File: config.mk
export PLATFORM = sky130hd
export DESIGN_NAME = iccm_csr
export DESIGN_NICKNAME = d
export VERILOG_FILES = /design/src/design/iccm_pkg.sv /design/src/design/iccm_csr.sv
export SDC_FILE = /design/constraint.sdc
export NUM_CORES = 1
export LEC_CHECK = 0
export BUFFER_PORTS_ARGS = -buffer_cell sky130_fd_sc_hd__buf_2
export CELL_PAD_IN_SITES_DETAIL_PLACEMENT = 0
export CELL_PAD_IN_SITES_GLOBAL_PLACEMENT = 1
export CORE_UTILIZATION = 45
export DETAILED_ROUTE_END_ITERATION = 12
export HOLD_SLACK_MARGIN = 0.12
export PLACE_DENSITY = 0.93
export SLEW_MARGIN = 20
export SYNTH_ARGS = -nofsm -noshare
export SYNTH_HDL_FRONTEND = slang
export SYNTH_SLANG_ARGS = --single-unit
File: constraint.sdc
create_clock -name clk -period 3.6 [get_ports clk]
set_input_delay 0.18 -clock clk [delete_from_list [all_inputs] [get_ports clk]]
set_output_delay 0.18 -clock clk [all_outputs]
set_load 0.02 [all_outputs]
File: src/design/iccm_pkg.sv
//************************************************
// Geometry and codeword types shared by the ICCM.
// A line is always four 32-bit words.
//************************************************

package iccm_pkg;

   localparam int ICCM_LANES  = 4;
   localparam int ICCM_DATA_W = 32;
   localparam int ICCM_ECC_W  = 7;

   // Stored 39-bit codeword, check bits on top
   typedef struct packed {
      logic [ICCM_ECC_W-1:0]  ecc;
      logic [ICCM_DATA_W-1:0] data;
   } iccm_word_t;

   typedef struct packed {
      logic correct_en;
      logic inj_single;
      logic inj_double;
   } iccm_cfg_t;

   // iccm_err_t is declared where ADDR_W is known, fields MSB first:
   //    single_err, double_err, line_addr[ADDR_W-3:0]

   // Hamming check bits 0..5 over data placed at positions 3..38
   function automatic logic [5:0] ecc_hamming(logic [ICCM_DATA_W-1:0] data);
      logic [5:0] chk;
      int         j;
      chk = '0;
      j   = 0;
      for (int p = 3; p < 39; p++) begin
         if ((p & (p - 1)) != 0) begin
            for (int k = 0; k < 6; k++) begin
               if (((p >> k) & 1) != 0) begin
                  chk[k] = chk[k] ^ data[j];
               end
            end
            j++;
         end
      end
      return chk;
   endfunction

endpackage

File: src/design/iccm_csr.sv
//************************************************
// Control, error counters and last error address.
// Counters saturate, any write to them clears.
//************************************************
`timescale 1ns/1ps

module iccm_csr
   import iccm_pkg::*;
#(
   parameter int ADDR_W = 12
) (
   input  logic                   clk,
   input  logic                   reset,
   input  logic                   csr_wr,
   input  logic [1:0]             csr_addr,
   input  logic [ICCM_DATA_W-1:0] csr_wdata,
   output logic [ICCM_DATA_W-1:0] csr_rdata,
   input  logic                   wr_en,
   input  logic                   err_valid,
   input  logic [ADDR_W-1:0]      err,
   output iccm_cfg_t              cfg
);

   typedef struct packed {
      logic              single_err;
      logic              double_err;
      logic [ADDR_W-3:0] line_addr;
   } iccm_err_t;

   localparam logic [1:0] REG_CTRL     = 2'd0;
   localparam logic [1:0] REG_SB_COUNT = 2'd1;
   localparam logic [1:0] REG_DB_COUNT = 2'd2;
   localparam logic [1:0] REG_ERR_ADDR = 2'd3;

   iccm_err_t              err_in;
   iccm_err_t              err_q;
   logic                   err_valid_q;
   logic [ICCM_DATA_W-1:0] sb_count;
   logic [ICCM_DATA_W-1:0] db_count;
   logic [ADDR_W-3:0]      err_addr;

   assign err_in = err;

   //************************************************
   // CTRL
   //************************************************

   always_ff @(posedge clk) begin
      if (reset) begin
         cfg.correct_en <= 1'b1;
         cfg.inj_single <= 1'b0;
         cfg.inj_double <= 1'b0;
      end else begin
         // Injection is one-shot, consumed by the next write
         if (wr_en) begin
            cfg.inj_single <= 1'b0;
            cfg.inj_double <= 1'b0;
         end
         if (csr_wr && (csr_addr == REG_CTRL)) begin
            cfg.correct_en <= csr_wdata[0];
            cfg.inj_single <= csr_wdata[1];
            cfg.inj_double <= csr_wdata[2];
         end
      end
   end

   //************************************************
   // Error tracking, one cycle behind the read data
   //************************************************

   always_ff @(posedge clk) begin
      if (reset) begin
         err_valid_q <= 1'b0;
      end else begin
         err_valid_q <= err_valid;
      end
   end

   always_ff @(posedge clk) begin
      err_q <= err_in;
   end

   always_ff @(posedge clk) begin
      if (reset) begin
         sb_count <= '0;
         db_count <= '0;
         err_addr <= '0;
      end else begin
         if (err_valid_q && err_q.single_err && !err_q.double_err && (sb_count != '1)) begin
            sb_count <= sb_count + 1'b1;
         end
         if (err_valid_q && err_q.double_err && (db_count != '1)) begin
            db_count <= db_count + 1'b1;
         end
         if (err_valid_q && (err_q.single_err || err_q.double_err)) begin
            err_addr <= err_q.line_addr;
         end
         // clear on write wins over a same-cycle update
         if (csr_wr) begin
            case (csr_addr)
               REG_SB_COUNT: sb_count <= '0;
               REG_DB_COUNT: db_count <= '0;
               REG_ERR_ADDR: err_addr <= '0;
               default: ;
            endcase
         end
      end
   end

   always_comb begin
      case (csr_addr)
         REG_CTRL: csr_rdata = {29'd0, cfg.inj_double, cfg.inj_single, cfg.correct_en};
         REG_SB_COUNT: csr_rdata = sb_count;
         REG_DB_COUNT: csr_rdata = db_count;
         default: csr_rdata = ICCM_DATA_W'(err_addr);
      endcase
   end

endmodule

Yosys cells after proc, flatten, opt, wreduce, memory -nomap -nowiden
Cells that the tools add are included.

storage, ports and cells
  word-level logic and storage cells = 40
  memory bits (read-only) = 0
  bits in latches = 0
  input bits = 51
  bits in registers = 90
  memories kept = 0
  memory bits (writable) = 0
  output and inout bits = 35

cells by class
  equality and inequality tests = 5
  muxes and demuxes = 12
  shifts and indexed selects = 0
  reductions and logical operators = 11
  divide/modulo/power cells = 0
  bitwise gates (word level) = 0
  $mul = 0
  $lt $le $gt $ge = 0
  $add $sub $neg = 2

operator list
  kind                   count
  $mux 32                6
  $pmux 32 s3            1
  $add 32x1->32 const B  2
  $ne 32x32->1 const B   2
  $mux 10                3
  $logic_and 1x1->1      7
  $eq 2x2->1 const B     2
  $mux 2                 2
  $eq 2x1->1 const B     1
  $logic_not 2->1        1
  $reduce_bool 2->1      1
  $logic_not 1->1        1
  $logic_or 1x1->1       1

Logic depth before layout (Yosys ltp)
  word-level depth = 6
  mapped depth = 8
  depth with buffers taken out = 6

Worst setup path after synthesis
No wires, ideal clock.

  path kind = flip-flop to flip-flop
  start = register db_count[5]
  end = register db_count[29]
  period minus slack after synthesis = 2.051 ns
  path buffers = 2
  cell stages (with the launch flop) = 8
  data required time = 3.530 ns
  path slack = 1.549 ns
  setup time = 0.070 ns
  arrival = 1.981 ns
  cell sequence = dfxtp_1 buf_4 nand4_2 or3_4 a2111o_1 buf_6 or3_1 a21oi_1

on the way
  cells in the longest elaborated chain, start to end = 5
  elaborated cells between the ends (all ways) = 6
  classes of those cells = 1 x add/sub; 1 x eq/ne; 3 x mux; 1 x reduce/logical

ends and longest elaborated chain
  item                                                   line             text
  start: declaration                                     iccm_csr.sv:39   logic [ICCM_DATA_W-1:0] db_count;
  start signal: assignment                               iccm_csr.sv:93   db_count <= db_count + 1'b1;
  branches (longest 2 deep; another with $add 32x1->32)  n/a
  $mux 32 *                                              iccm_csr.sv:92   if (err_valid_q && err_q.double_err && (db_count != '1)) begin
  $mux 32                                                iccm_csr.sv:100  case (csr_addr)
  $mux 32 *                                              iccm_csr.sv:99   if (csr_wr) begin

Mark *: on every way between the ends.
A chain may end at the register's enable or synchronous reset.

Worst setup path in the final report
  start = register db_count[5]
  end = register db_count[27]

The elaborated chain is that of the path after synthesis.

==> summary.md <==
| Metric | Value |
|---|---|
| Status | `finished clean` |
| Slew headroom | `35.8%` |
| GR Util met1 | `30.1%` |
| H-tree levels | `3` |
| Synthesis-stage register bit count | `90` |
| Max Clk Rate | `415 MHz` |
| Inst Count DP | `683` |
| Sequential fraction of the synthesis area | `about two fifths` |
| CTS Hold Bufs | `19` |
| Post_cts resized | `0` |
| Clk pwr share | `41.0%` |
| Crit path buffers/inverters | `0` |
| CP top delay family | `simple AND/OR/NAND/NOR gates` |
| Primary FF master, synth | `dfxtp_1` |
| Antenna Violating Nets Remaining | `0` |
| Final #Nets | `approximately 630` |
| Number of clock sinks | `90` |
| CTS tree | `yes` |
| CP peak stage delay | `0.54 ns` |
| Antenna Cells | `0` |
| Post-synth ARST share | `0%` |
| Critical path cell sequence | `nand4_2 > or3_4 > a2111o_1 > or3_2 > a21oi_1` |
| Period utilisation layout | `about 67%` |
| P_int | `0.00146 W` |
| Grt met3 use | `4.17%` |
| Clk_skew | `about 0.012 ns` |
| Area leader, netlist | `dfxtp_1` |
| Worst Path Max Fanout | `15` |
| Psw | `0.000446 W` |
| Commonest non-fill, non-tap cell in the layout | `dfxtp_1` |
| Final setup vio count | `0` |
| Worst Setup End Kind | `register` |
| Yosys warning total | `0` |
| Die area | `between 10000 and 15000 um2` |
| DR DRC count | `0` |
| Largest net degree at the start of global routing | `32` |
| Routed wire length | `11400 um` |
| Clock transition at path regs | `0.10 ns` |
| Post-DP HPWL | `between 8000 and 9000 um` |
| CTS buffer count | `9` |
| CP required | `3.89 ns` |
| Critical path startpoint category | `register` |
| TNS Setup | `0 ns` |
| Worst IR drop on VDD | `0.204 mV` |
| Pins Over Slew Limit | `0` |
| Die W | `102 um` |
| Pwr dens | `~360 nW/um2` |
| Post-synth EDFFs | `0` |
| Share of power burned in registers | `53.4%` |
| Clock Path Buffers | `2` |
| Cells after Synth | `519` |
| Synth Cell Area | `~4500 um2` |
| Crit path DAT | `2.71 ns` |
| Root Buffer | `clkbuf_8` |
| Row count | `36` |
| DIE HEIGHT | `102 um` |
| Routed via count | `4166` |
| WS Path Type | `register to register` |
| Switching Share | `23.3%` |
| Skew-Pair Late Insertion Delay | `0.36 ns` |
| Main area contributors after synthesis | `dfxtp_1 (40%), a22o_1 (5.6%), a21oi_1 (5.1%)` |
| Hold Vio Cnt, Final | `0` |
| First-pass DRT Iterations | `4` |
| Starting density of the core | `a little under half` |
| RSZ-0062 raised after global routing | `false` |
| Number of setup buffers added after CTS | `0` |
| Slowest CP cell | `a2111o_1` |
| Tmin final | `around 2.4 ns` |
| Final Wtd Congestion | `0.824` |
| Post-synth top area share | `40.1%` |
| Global-route usage over all layers | `about 23%` |
| GR Util met2 | `a little over a third` |
| PortBufs | `56` |
| Initial antenna violation count | `0` |
| Core Footprint | `9730 um2` |
| Vias in the first global route | `3673` |
| Syn Nets | `572` |
| Avg Vias per Cell | `5.80` |
| Initial DRC count | `197` |
| Most frequent cells in the layout | `dfxtp_1 (90), buf_2 (56), a21oi_1 (46)` |
| Ports | `86` |
| Cell variety after synth | `56` |
| WL/cell | `15.9 um` |
| FF-to-FF setup slack | `1.19 ns` |
| Layout cells sized above 1 | `18.1%` |
| Gr ovfl total | `0` |
| Area growth from synthesis to layout | `17.1%` |
| Max Cap Violations | `0` |
| First-pass GRT wire length | `18400 um` |
| Slew @ Worst Pin | `just under 1 ns` |
| Syn Area/Cell | `~8.7 um2` |
| # fillers | `between 900 and 1000` |
| Comb power frac | `5.6%` |
| Leakage power | `around 1.9 nW` |
| Final std cells w/o fill | `between 700 and 800` |
| Min-Delay Path Class | `primary input to register` |
| GRT Max-Usage Layer | `met2` |
## registers in the layout, summed over array words and instances, names as in the netlist
register	flops
cfg	3
db_count	32
err_addr	10
err_q	12
err_valid_q	1
sb_count	32
## cell usage after synthesis, types with 6 or more instances
library cell	count
nand2_1	36
or3_1	33
nand3_1	25
o211ai_1	6
nand4_1	15
nor4_1	7
and3_1	11
a22o_1	29
nor2_1	32
inv_1	7
mux2i_1	13
xnor2_1	9
clkbuf_1	20
a21oi_1	46
and4_1	7
dfxtp_1	90
o31ai_1	6
or4_1	8
o21ai_0	40
## logic make-up (layout without fill, tap and decap cells)
kind of cell	after synthesis	count (layout)	share of synthesized area, %
xor gates and xnor gates	12	12	2.34
muxes	21	21	5.65
DFF	90	90	40.1
and+or+nand+nor	207	207	26.1
adders and majority gates	2	2	0.557
buffers and inverters	37	103	3.79
AOI/OAI and AO/OA	150	150	21.5
## layout make-up
cell class / count / area, um2 / area share (%)
clock buffers: 10 / 138 / 2.61
clock inverters: 6 / 90.1 / 1.71
repair buffers: 80 / 508 / 9.65
inverters: 7 / 26.3 / 0.499
multi-input cells: 392 / 2540 / 48.2
flip-flops and latches: 90 / 1800 / 34.2
well taps: 133 / 166 / 3.16
## power by group through the flow
stage / Clock [W] / Sequential [W] / Combinational (W)
6_report: 0.000783 / 0.00102 / 0.000107
4_1_cts: 0.000794 / 0.00102 / 0.000106
3_3_place_gp: 0 / 0.00104 / 0.0000893
2_1_floorplan: 0 / 0.00104 / 0.0000638
3_5_place_dp: 0 / 0.00104 / 0.0000908
5_1_grt: 0.000833 / 0.00102 / 0.000115
## per-stage QoR
stage	cell area [um2]	total power, W	util, %	setup WS, ns	hold slack [ns]
finish	5270	0.00191	54.1	1.19	0.176
floorplan	4500	0.00110	-	1.55	0.208
global placement	4840	0.00113	49.8	1.27	0.284
global route	5270	0.00197	54.1	1.06	0.184
detailed placement	4840	0.00113	49.8	1.24	0.284
CTS	5260	0.00192	54.1	1.20	0.151
## per-layer routing
layer	up-vias	part of all wire [%]
li1	2089	-
met1	1964	45
met2	93	48
met3	20	4.2
met4	0	2.3
met5	-	0
## worst paths after layout
check	start	end	cells after the start
setup / recovery	db_count[5]$_SDFF_PP0_	db_count[27]$_SDFF_PP0_	5
hold / removal	reset	cfg[2]$_SDFFE_PP1P_	2
setup reg to reg	db_count[5]$_SDFF_PP0_	db_count[27]$_SDFF_PP0_	5
hold reg to reg	err_q[7]$_DFF_P_	err_addr[7]$_SDFF_PP0_	2
Note: power is estimated with default switching activity, not from simulation.
