File: config.mk
export PLATFORM = sky130hd
export DESIGN_NAME = iccm_ecc_gen
export DESIGN_NICKNAME = d
export VERILOG_FILES = /design/src/design/iccm_pkg.sv /design/src/design/iccm_ecc_gen.sv
export SDC_FILE = /design/constraint.sdc
export NUM_CORES = 1
export LEC_CHECK = 0
export ABC_AREA = 1
export BUFFER_PORTS_ARGS = -buffer_cell sky130_fd_sc_hd__buf_2
export CORE_ASPECT_RATIO = 0.6
export CORE_MARGIN = 3
export CORE_UTILIZATION = 55
export DETAILED_ROUTE_END_ITERATION = 10
export PLACE_DENSITY_LB_ADDON = 0.08
export SLEW_MARGIN = 20
export SYNTH_ARGS = -nofsm -noshare
export SYNTH_HDL_FRONTEND = slang
export SYNTH_SLANG_ARGS = --single-unit
File: constraint.sdc
create_clock -name vclk -period 4
set_input_delay 0.4 -clock vclk [all_inputs]
set_output_delay 0.4 -clock vclk [all_outputs]
set_load 0.03 [all_outputs]
File: src/design/iccm_pkg.sv
//************************************************
// Geometry and codeword types shared by the ICCM.
// A line is always four 32-bit words.
//************************************************

package iccm_pkg;

   localparam int ICCM_LANES  = 4;
   localparam int ICCM_DATA_W = 32;
   localparam int ICCM_ECC_W  = 7;

   // Stored 39-bit codeword, check bits on top
   typedef struct packed {
      logic [ICCM_ECC_W-1:0]  ecc;
      logic [ICCM_DATA_W-1:0] data;
   } iccm_word_t;

   typedef struct packed {
      logic correct_en;
      logic inj_single;
      logic inj_double;
   } iccm_cfg_t;

   // iccm_err_t is declared where ADDR_W is known, fields MSB first:
   //    single_err, double_err, line_addr[ADDR_W-3:0]

   // Hamming check bits 0..5 over data placed at positions 3..38
   function automatic logic [5:0] ecc_hamming(logic [ICCM_DATA_W-1:0] data);
      logic [5:0] chk;
      int         j;
      chk = '0;
      j   = 0;
      for (int p = 3; p < 39; p++) begin
         if ((p & (p - 1)) != 0) begin
            for (int k = 0; k < 6; k++) begin
               if (((p >> k) & 1) != 0) begin
                  chk[k] = chk[k] ^ data[j];
               end
            end
            j++;
         end
      end
      return chk;
   endfunction

endpackage

File: src/design/iccm_ecc_gen.sv
//************************************************
// SECDED encode of one word. Injection flips codeword
// bit 0, or bits 0 and 1 when inject_two is set.
//************************************************
`timescale 1ns/1ps

module iccm_ecc_gen
   import iccm_pkg::*;
(
   input  logic [ICCM_DATA_W-1:0] data,
   input  logic                   inject_one,
   input  logic                   inject_two,
   output iccm_word_t             word
);

   iccm_word_t clean;
   logic [1:0] flip;

   always_comb begin
      clean.data     = data;
      clean.ecc[5:0] = ecc_hamming(data);
      // Overall parity covers data and the six Hamming bits
      clean.ecc[6]   = ^{data, clean.ecc[5:0]};
   end

   // double injection wins over single
   assign flip[0] = inject_one | inject_two;
   assign flip[1] = inject_two;

   always_comb begin
      word      = clean;
      word[1:0] = clean[1:0] ^ flip;
   end

endmodule

======== After elaboration in Yosys (flattened, before gate mapping) ========
Cells that the tools add are included.
cells by class
  bitwise gates (word level) .............. 86
  reductions and logical operators ........ 1
operators with widths
  kind               number
  $xor 1x1->1        84
  $reduce_xor 38->1  1
  $xor 2x2->2        1
  $or 1x1->1         1
storage, ports and cells
  register bits ........................... 0
  output and inout port bits .............. 39
  word-level logic and storage cells ...... 87

======== Depth between registers and ports, before layout ========
Gate-level depths: netlist of run 1.
  depth after elaboration ................. 18
  gate-level depth with buffers ........... 21
  mapped depth without buffers ............ 20

======== Worst setup path before layout of run 1 ========
Ideal clock, no wire load.
  kind .................................... input to output
  start point ............................. input port data[3]
  end point ............................... output port word[38] in the netlist's numbering
  arrival time ............................ 1985 ps
  required time ........................... 3600 ps
  slack ................................... 1615 ps
  stages on the path ...................... 18
  path buffers ............................ 1
  path through ............................ buf_4 > inv_1 > nand2_1 > nand2_1 > nand2_1 > nand2_1 > nand2_1 > nand2_1 > nand2_1 > nand2_1 > nand2_1 > nand2_1 > nand2_1 > nand3_1 > nand3_1 > nand2_1 > nand2_1 > nand2_1
RTL lines
  element             line                source
  start: declaration  iccm_ecc_gen.sv:10  input logic [ICCM_DATA_W-1:0] data,
  end: declaration    iccm_ecc_gen.sv:13  output iccm_word_t word

==> run_results.csv, run 1 <==
group,metric,value,unit
die,die_w,76.51,um
placement,dpl_worst_slack,1485,ps
final_layout,antenna_cells,0,
power_and_ir_drop,leakage,1.231,nW
final_layout,n_clock_buffer,0,
setup_path,worst-endpoint-arrival,2130,ps
timing,fmax,0.3946,GHz
status,status,"finished clean",
placement,dp_hpwl,3.687,mm
die,die_h,48.30,um
power_and_ir_drop,ir_worst_vdd,231.3,uV
global_routing,grt_max_degree,8,
die,die_area,0.003695,mm2
routing,drtIter0Drc,74,
setup_path,startpoint,"data[1]",
timing,post-route-min-period,2534,ps
routing,drt-total-wl,4.056,mm
routing,post-route-drc-count,0,
logic_synthesis,yosys-top-cells-area,"nand2_1 34%, buf_4 15%, xnor2_1 10%",
die,coreArea,0.002663,mm2
global_routing,grt_pass1_vias,1389,
global_routing,grt.total_usage,0.1950,
logic_synthesis,synth_nets,359,
clock_tree,cts-resized-gates,0,
timing,worst_pin_slew,351.4,ps
logic_synthesis,synthCells,325,
routing,post_drt_wl_per_cell,9.990,um
routing,antenna_left,0,
timing,finalHoldViolations,0,
final_layout,seq_cell_count,0,
timing,maxSlewHeadroom,0.7641,
setup_path,path_max_fanout,3,
logic_synthesis,synth.cell_area,0.001640,mm2
timing,setup_violations,0,
routing,vias,1887,
timing,setup_tns,0,ps
logic_synthesis,synth_top_area_cell,"nand2_1",
placement,io_buffers,73,
clock_tree,post_cts_buffers,0,
logic_synthesis,avgSynthCellArea,5.047,um2
timing,timing.final.ws_setup,1466,ps
die,rows,14,
final_layout,nets,402,
routing,viasPerCell,4.648,
power_and_ir_drop,power.total,0.5059,mW
setup_path,cp-end-kind,"output port",
timing,period_share,0.6335,
final_layout,nFillCells,259,
min_path,hold_class,"in2out",
job,cap_violations,0,
global_routing,grt-ovfl-total,0,
clock_tree,ctsHoldBuffers,0,
global_routing,grt_pass1_wl,6.182,mm
die,boundaryPins,73,
power_and_ir_drop,p_per_area,278.7,mW/mm2
setup_path,criticalPathCategory,"in2out",
timing,final_max_slew_viol_count,0,
final_layout,ff_latch_area,0,um2
logic_synthesis,yosysUniqueCellTypes,14,
routing,first_pass_iters,4,
logic_synthesis,synth_top_area_frac,0.3432,
final_layout,drive_gt1_frac,0.2486,
final_layout,area_growth,10.68,%
placement,gp_congestion,0.8719,
setup_path,cp-start-kind,"primary input",
min_path,min_from,"data[18]",
die,start_util,0.6161,
logic_synthesis,ys.warnings.count,0,
global_routing,antenna_found_initial,0,
timing,rsz0062_at_grt,"no",
logic_synthesis,synth_seq_area_share,0,
setup_path,critPathRequiredTime,3600,ps
final_layout,multi_input_area,0.001231,mm2
-- worst paths after layout --
path / to / slack, ps / cells past startpoint
worst min-delay path: word[18] / 1080 / 2
worst max-delay path: word[38] / 1470 / 18
-- cells in the mapped netlist, drive strengths merged --
library cell / count
xnor2: 19
nand3: 33
nand2: 161
xor2: 19
nand4: 3
or2: 1
nand3b: 5
inv: 45
buf: 32
nor2: 7
-- logic make-up (layout without fill, tap and decap cells) --
family                 count (synthesis)  after routing  share of synthesized area
AND/OR/NAND/NOR                      210            210                     0.5431
buffers and inverters                 77            118                     0.2494
XOR/XNOR                              38             38                     0.2075
-- report_power, final --
part	internal, mW	switching, mW	total [mW]
clock network	0	0	0
logic	0.166	0.340	0.506
registers	0	0	0
total	0.166	0.340	0.506
-- final cells by class --
| class | instances | area share |
|---|---|---|
| multi-input combinational | 248 | 0.6782 |
| timing repair buffer | 73 | 0.2012 |
| inverter | 45 | 0.09304 |
| tap | 40 | 0.02757 |
-- metal layers --
layer,GRT usage,wire (um),up-vias
met1,0.3244,2132,795
met4,0.006024,19,0
li1,-,-,1028
met5,0,0,-
met2,0.2857,1624,62
met3,0.005556,280,2
-- cell usage in the layout (no fill, tap or decap), types with 3 or more instances in the layout --
master / count
xor2_1: 18
nand3_1: 32
inv_2: 5
nand2_1: 150
xnor2_1: 19
buf_2: 73
inv_1: 40
nor2_1: 7
nand4_1: 3
nand2_2: 11
nand3b_1: 5
-- critical path, cell delays in order --
cell,delay (ps)
buf_2,120
xnor2_1,290
inv_1,100
nand2_1,90
nand2_1,50
nand2_1,50
nand2_1,70
nand3b_1,170
nand2_2,110
inv_2,50
nand2_1,50
nand3_1,80
nand2_1,80
nand2_1,80
nand2_1,60
nand2_1,40
nand2_1,50
buf_2,180
-- stage by stage --
step	cells	utilization	cell area [um2]	hold WS [ps]
6_report	406	0.6819	1815	1081
5_1_grt	406	0.6819	1815	1097
4_1_cts	406	0.6819	1815	1082
3_5_place_dp	406	0.6819	1815	1082
3_3_place_gp	406	0.6819	1815	1080
2_1_floorplan	325	-	1640	931.7
No activity file was read; power rests on OpenSTA's default activity.
==> inputs of run 2 (changes only) <==
--- a/config.mk
+++ b/config.mk
@@ -9,7 +9,7 @@
 export BUFFER_PORTS_ARGS = -buffer_cell sky130_fd_sc_hd__buf_2
 export CORE_ASPECT_RATIO = 0.6
 export CORE_MARGIN = 3
-export CORE_UTILIZATION = 55
+export CORE_UTILIZATION = 46
 export DETAILED_ROUTE_END_ITERATION = 10
 export PLACE_DENSITY_LB_ADDON = 0.08
 export SLEW_MARGIN = 20
==> constraint.sdc (replaced) <==
create_clock -name vclk -period 2.2
set_input_delay 0.22 -clock vclk [all_inputs]
set_output_delay 0.22 -clock vclk [all_outputs]
set_load 0.03 [all_outputs]
==> run 2 against run 1 <==
Against the previous run: sequential share of layout area stayed put; flip-flop and latch count stayed put; wire length is 9.0% higher; first-iteration DRC count is 1.4% lower; design area is 15% higher; cell count is 2.2% higher; core utilization is 5.9 points lower; highest routed layer is now met3; die area is 18% higher; worst setup slack worse by 1400 ps; via count is 0.16% higher.
==> run_results.csv, run 2 (synthesis gave the netlist of run 1 again) <==
group,metric,value,unit
status,status,"finished clean",
setup_path,worst-endpoint-arrival,1870,ps
power_and_ir_drop,swShare,0.6406,
final_layout,fin_cells,415,
setup_path,slowest_delay,260,ps
global_routing,antenna_found_initial,0,
routing,antenna_left,0,
setup_path,slowest_stage,"or2_4",
final_layout,nFillCells,340,
die,die_w,83.09,um
global_routing,grt_max_degree,8,
global_routing,grt_pass1_wl,6.292,mm
final_layout,antenna_cells,0,
setup_path,critPathRequiredTime,1980,ps
setup_path,cp-end-kind,"output port",
power_and_ir_drop,leakage,1.328,nW
final_layout,seq_cell_count,0,
min_path,hold_class,"in2out",
timing,final_max_slew_viol_count,0,
timing,maxSlewHeadroom,0.7606,
placement,placedCellCount,414,
timing,post-route-min-period,2095,ps
setup_path,path_max_fanout,6,
setup_path,cp-start-kind,"primary input",
global_routing,grt_pass1_vias,1347,
global_routing,use_met3,0.004710,
routing,post_drt_wl_per_cell,10.65,um
power_and_ir_drop,power_switching,0.6751,mW
placement,io_buffers,73,
clock_tree,ctsHoldBuffers,0,
routing,viasPerCell,4.554,
placement,place_area,0.001844,mm2
routing,vias,1890,
timing,timing.final.ws_setup,105.3,ps
global_routing,grt-ovfl-total,0,
timing,fmax,0.4774,GHz
setup_path,criticalPathCategory,"in2out",
final_layout,n_clock_buffer,0,
timing,setup_tns,0,ps
global_routing,grtUsageMet2,0.2287,
final_layout,area_growth,26.85,%
die,die_area,0.004342,mm2
routing,drt-total-wl,4.421,mm
final_layout,drive_gt1_frac,0.3595,
global_routing,grt.total_usage,0.1738,
die,boundaryPins,73,
power_and_ir_drop,p_per_area,506.5,mW/mm2
power_and_ir_drop,combPwrFrac,1.000,
die,rows,16,
power_and_ir_drop,power_frac_seq,0,
placement,dp_hpwl,3.722,mm
global_routing,met1_usage,0.3052,
routing,post-route-drc-count,0,
placement,gp_congestion,0.8007,
placement,dpl_worst_slack,48.92,ps
timing,period_share,0.9521,
die,coreArea,0.003343,mm2
global_routing,grt.busiest_layer,"met1",
power_and_ir_drop,power.total,1.054,mW
final_layout,finalInstanceArea,0.002081,mm2
power_and_ir_drop,power_frac_clock,0,
die,start_util,0.4906,
setup_path,worstPathCellList,"buf_6 -> or2_4 -> nand2_4 -> nand2_4 -> nand2_4 -> nand2_2 -> nand3_2 -> nand3b_1 -> nand2_2 -> nand2_2 -> nand2_1 -> nand2_1 -> nand2_2 -> inv_2 -> nand2_2 -> nand2_1 -> nand2_1 -> nand2_1 -> buf_6",
final_layout,final_cell_mix,"131 x nand2_1, 62 x buf_2, 38 x inv_1",
power_and_ir_drop,power.internal,0.3788,mW
die,die_h,52.26,um
job,cap_violations,0,
final_layout,ff_latch_area,0,um2
power_and_ir_drop,ir_worst_vdd,628.3,uV
timing,worst_pin_slew,356.6,ps
timing,finalHoldViolations,0,
final_layout,layout_commonest_cell,"nand2_1",
final_layout,nets,406,
timing,setup_violations,0,
routing,drtIter0Drc,73,
routing,first_pass_iters,4,
run 2: cell count changes in the layout (fill, tap and decap cells not counted), sizes merged:
cell | before | now
clkbuf | 0 | 3
buf | 73 | 74
run 2: power by group through the flow:
stage | clock network [mW] | logic (mW) | registers, mW
3_3_place_gp | 0 | 0.909 | 0
5_1_grt | 0 | 1.15 | 0
3_5_place_dp | 0 | 0.925 | 0
2_1_floorplan | 0 | 0.724 | 0
4_1_cts | 0 | 0.927 | 0
6_report | 0 | 1.05 | 0
run 2: path summary, 6_finish.rpt:
kind,from,cells after the start,to
min,data[19],2,word[19]
max,data[19],19,word[38]
run 2: area by class of cell:
cell class / count / area (um2) / area share
Inverter: 45 / 168.9 / 0.08118
Tap cell: 45 / 56.30 / 0.02706
Timing Repair Buffer: 77 / 445.4 / 0.2141
Multi-Input combinational cell: 248 / 1410 / 0.6777
run 2: worst max-delay path: cells and delay by family:
| family | cells | cell delay (ps) |
|---|---|---|
| and+or+nand+nor | 16 | 1380 |
| buffers and inverters | 3 | 270 |
run 2: repair_timing:
item                       CTS  global route
buffers inserted             0             1
setup endpoints to repair    0             1
resized for setup            0            68
run 2: routing by layer:
layer	vias to the layer above	part of all wire
li1	1041	-
met1	801	0.54
met2	48	0.41
met3	0	0.058
met4	0	0
met5	-	0
run 2: through the flow:
| stage | hold slack (ps) | utilization |
|---|---|---|
| after floorplan | 571.7 | - |
| after global placement | 713.3 | 0.5516 |
| after detailed placement | 715.5 | 0.5516 |
| after CTS | 715.5 | 0.5516 |
| after global routing | 725.1 | 0.6224 |
| final | 713.9 | 0.6224 |
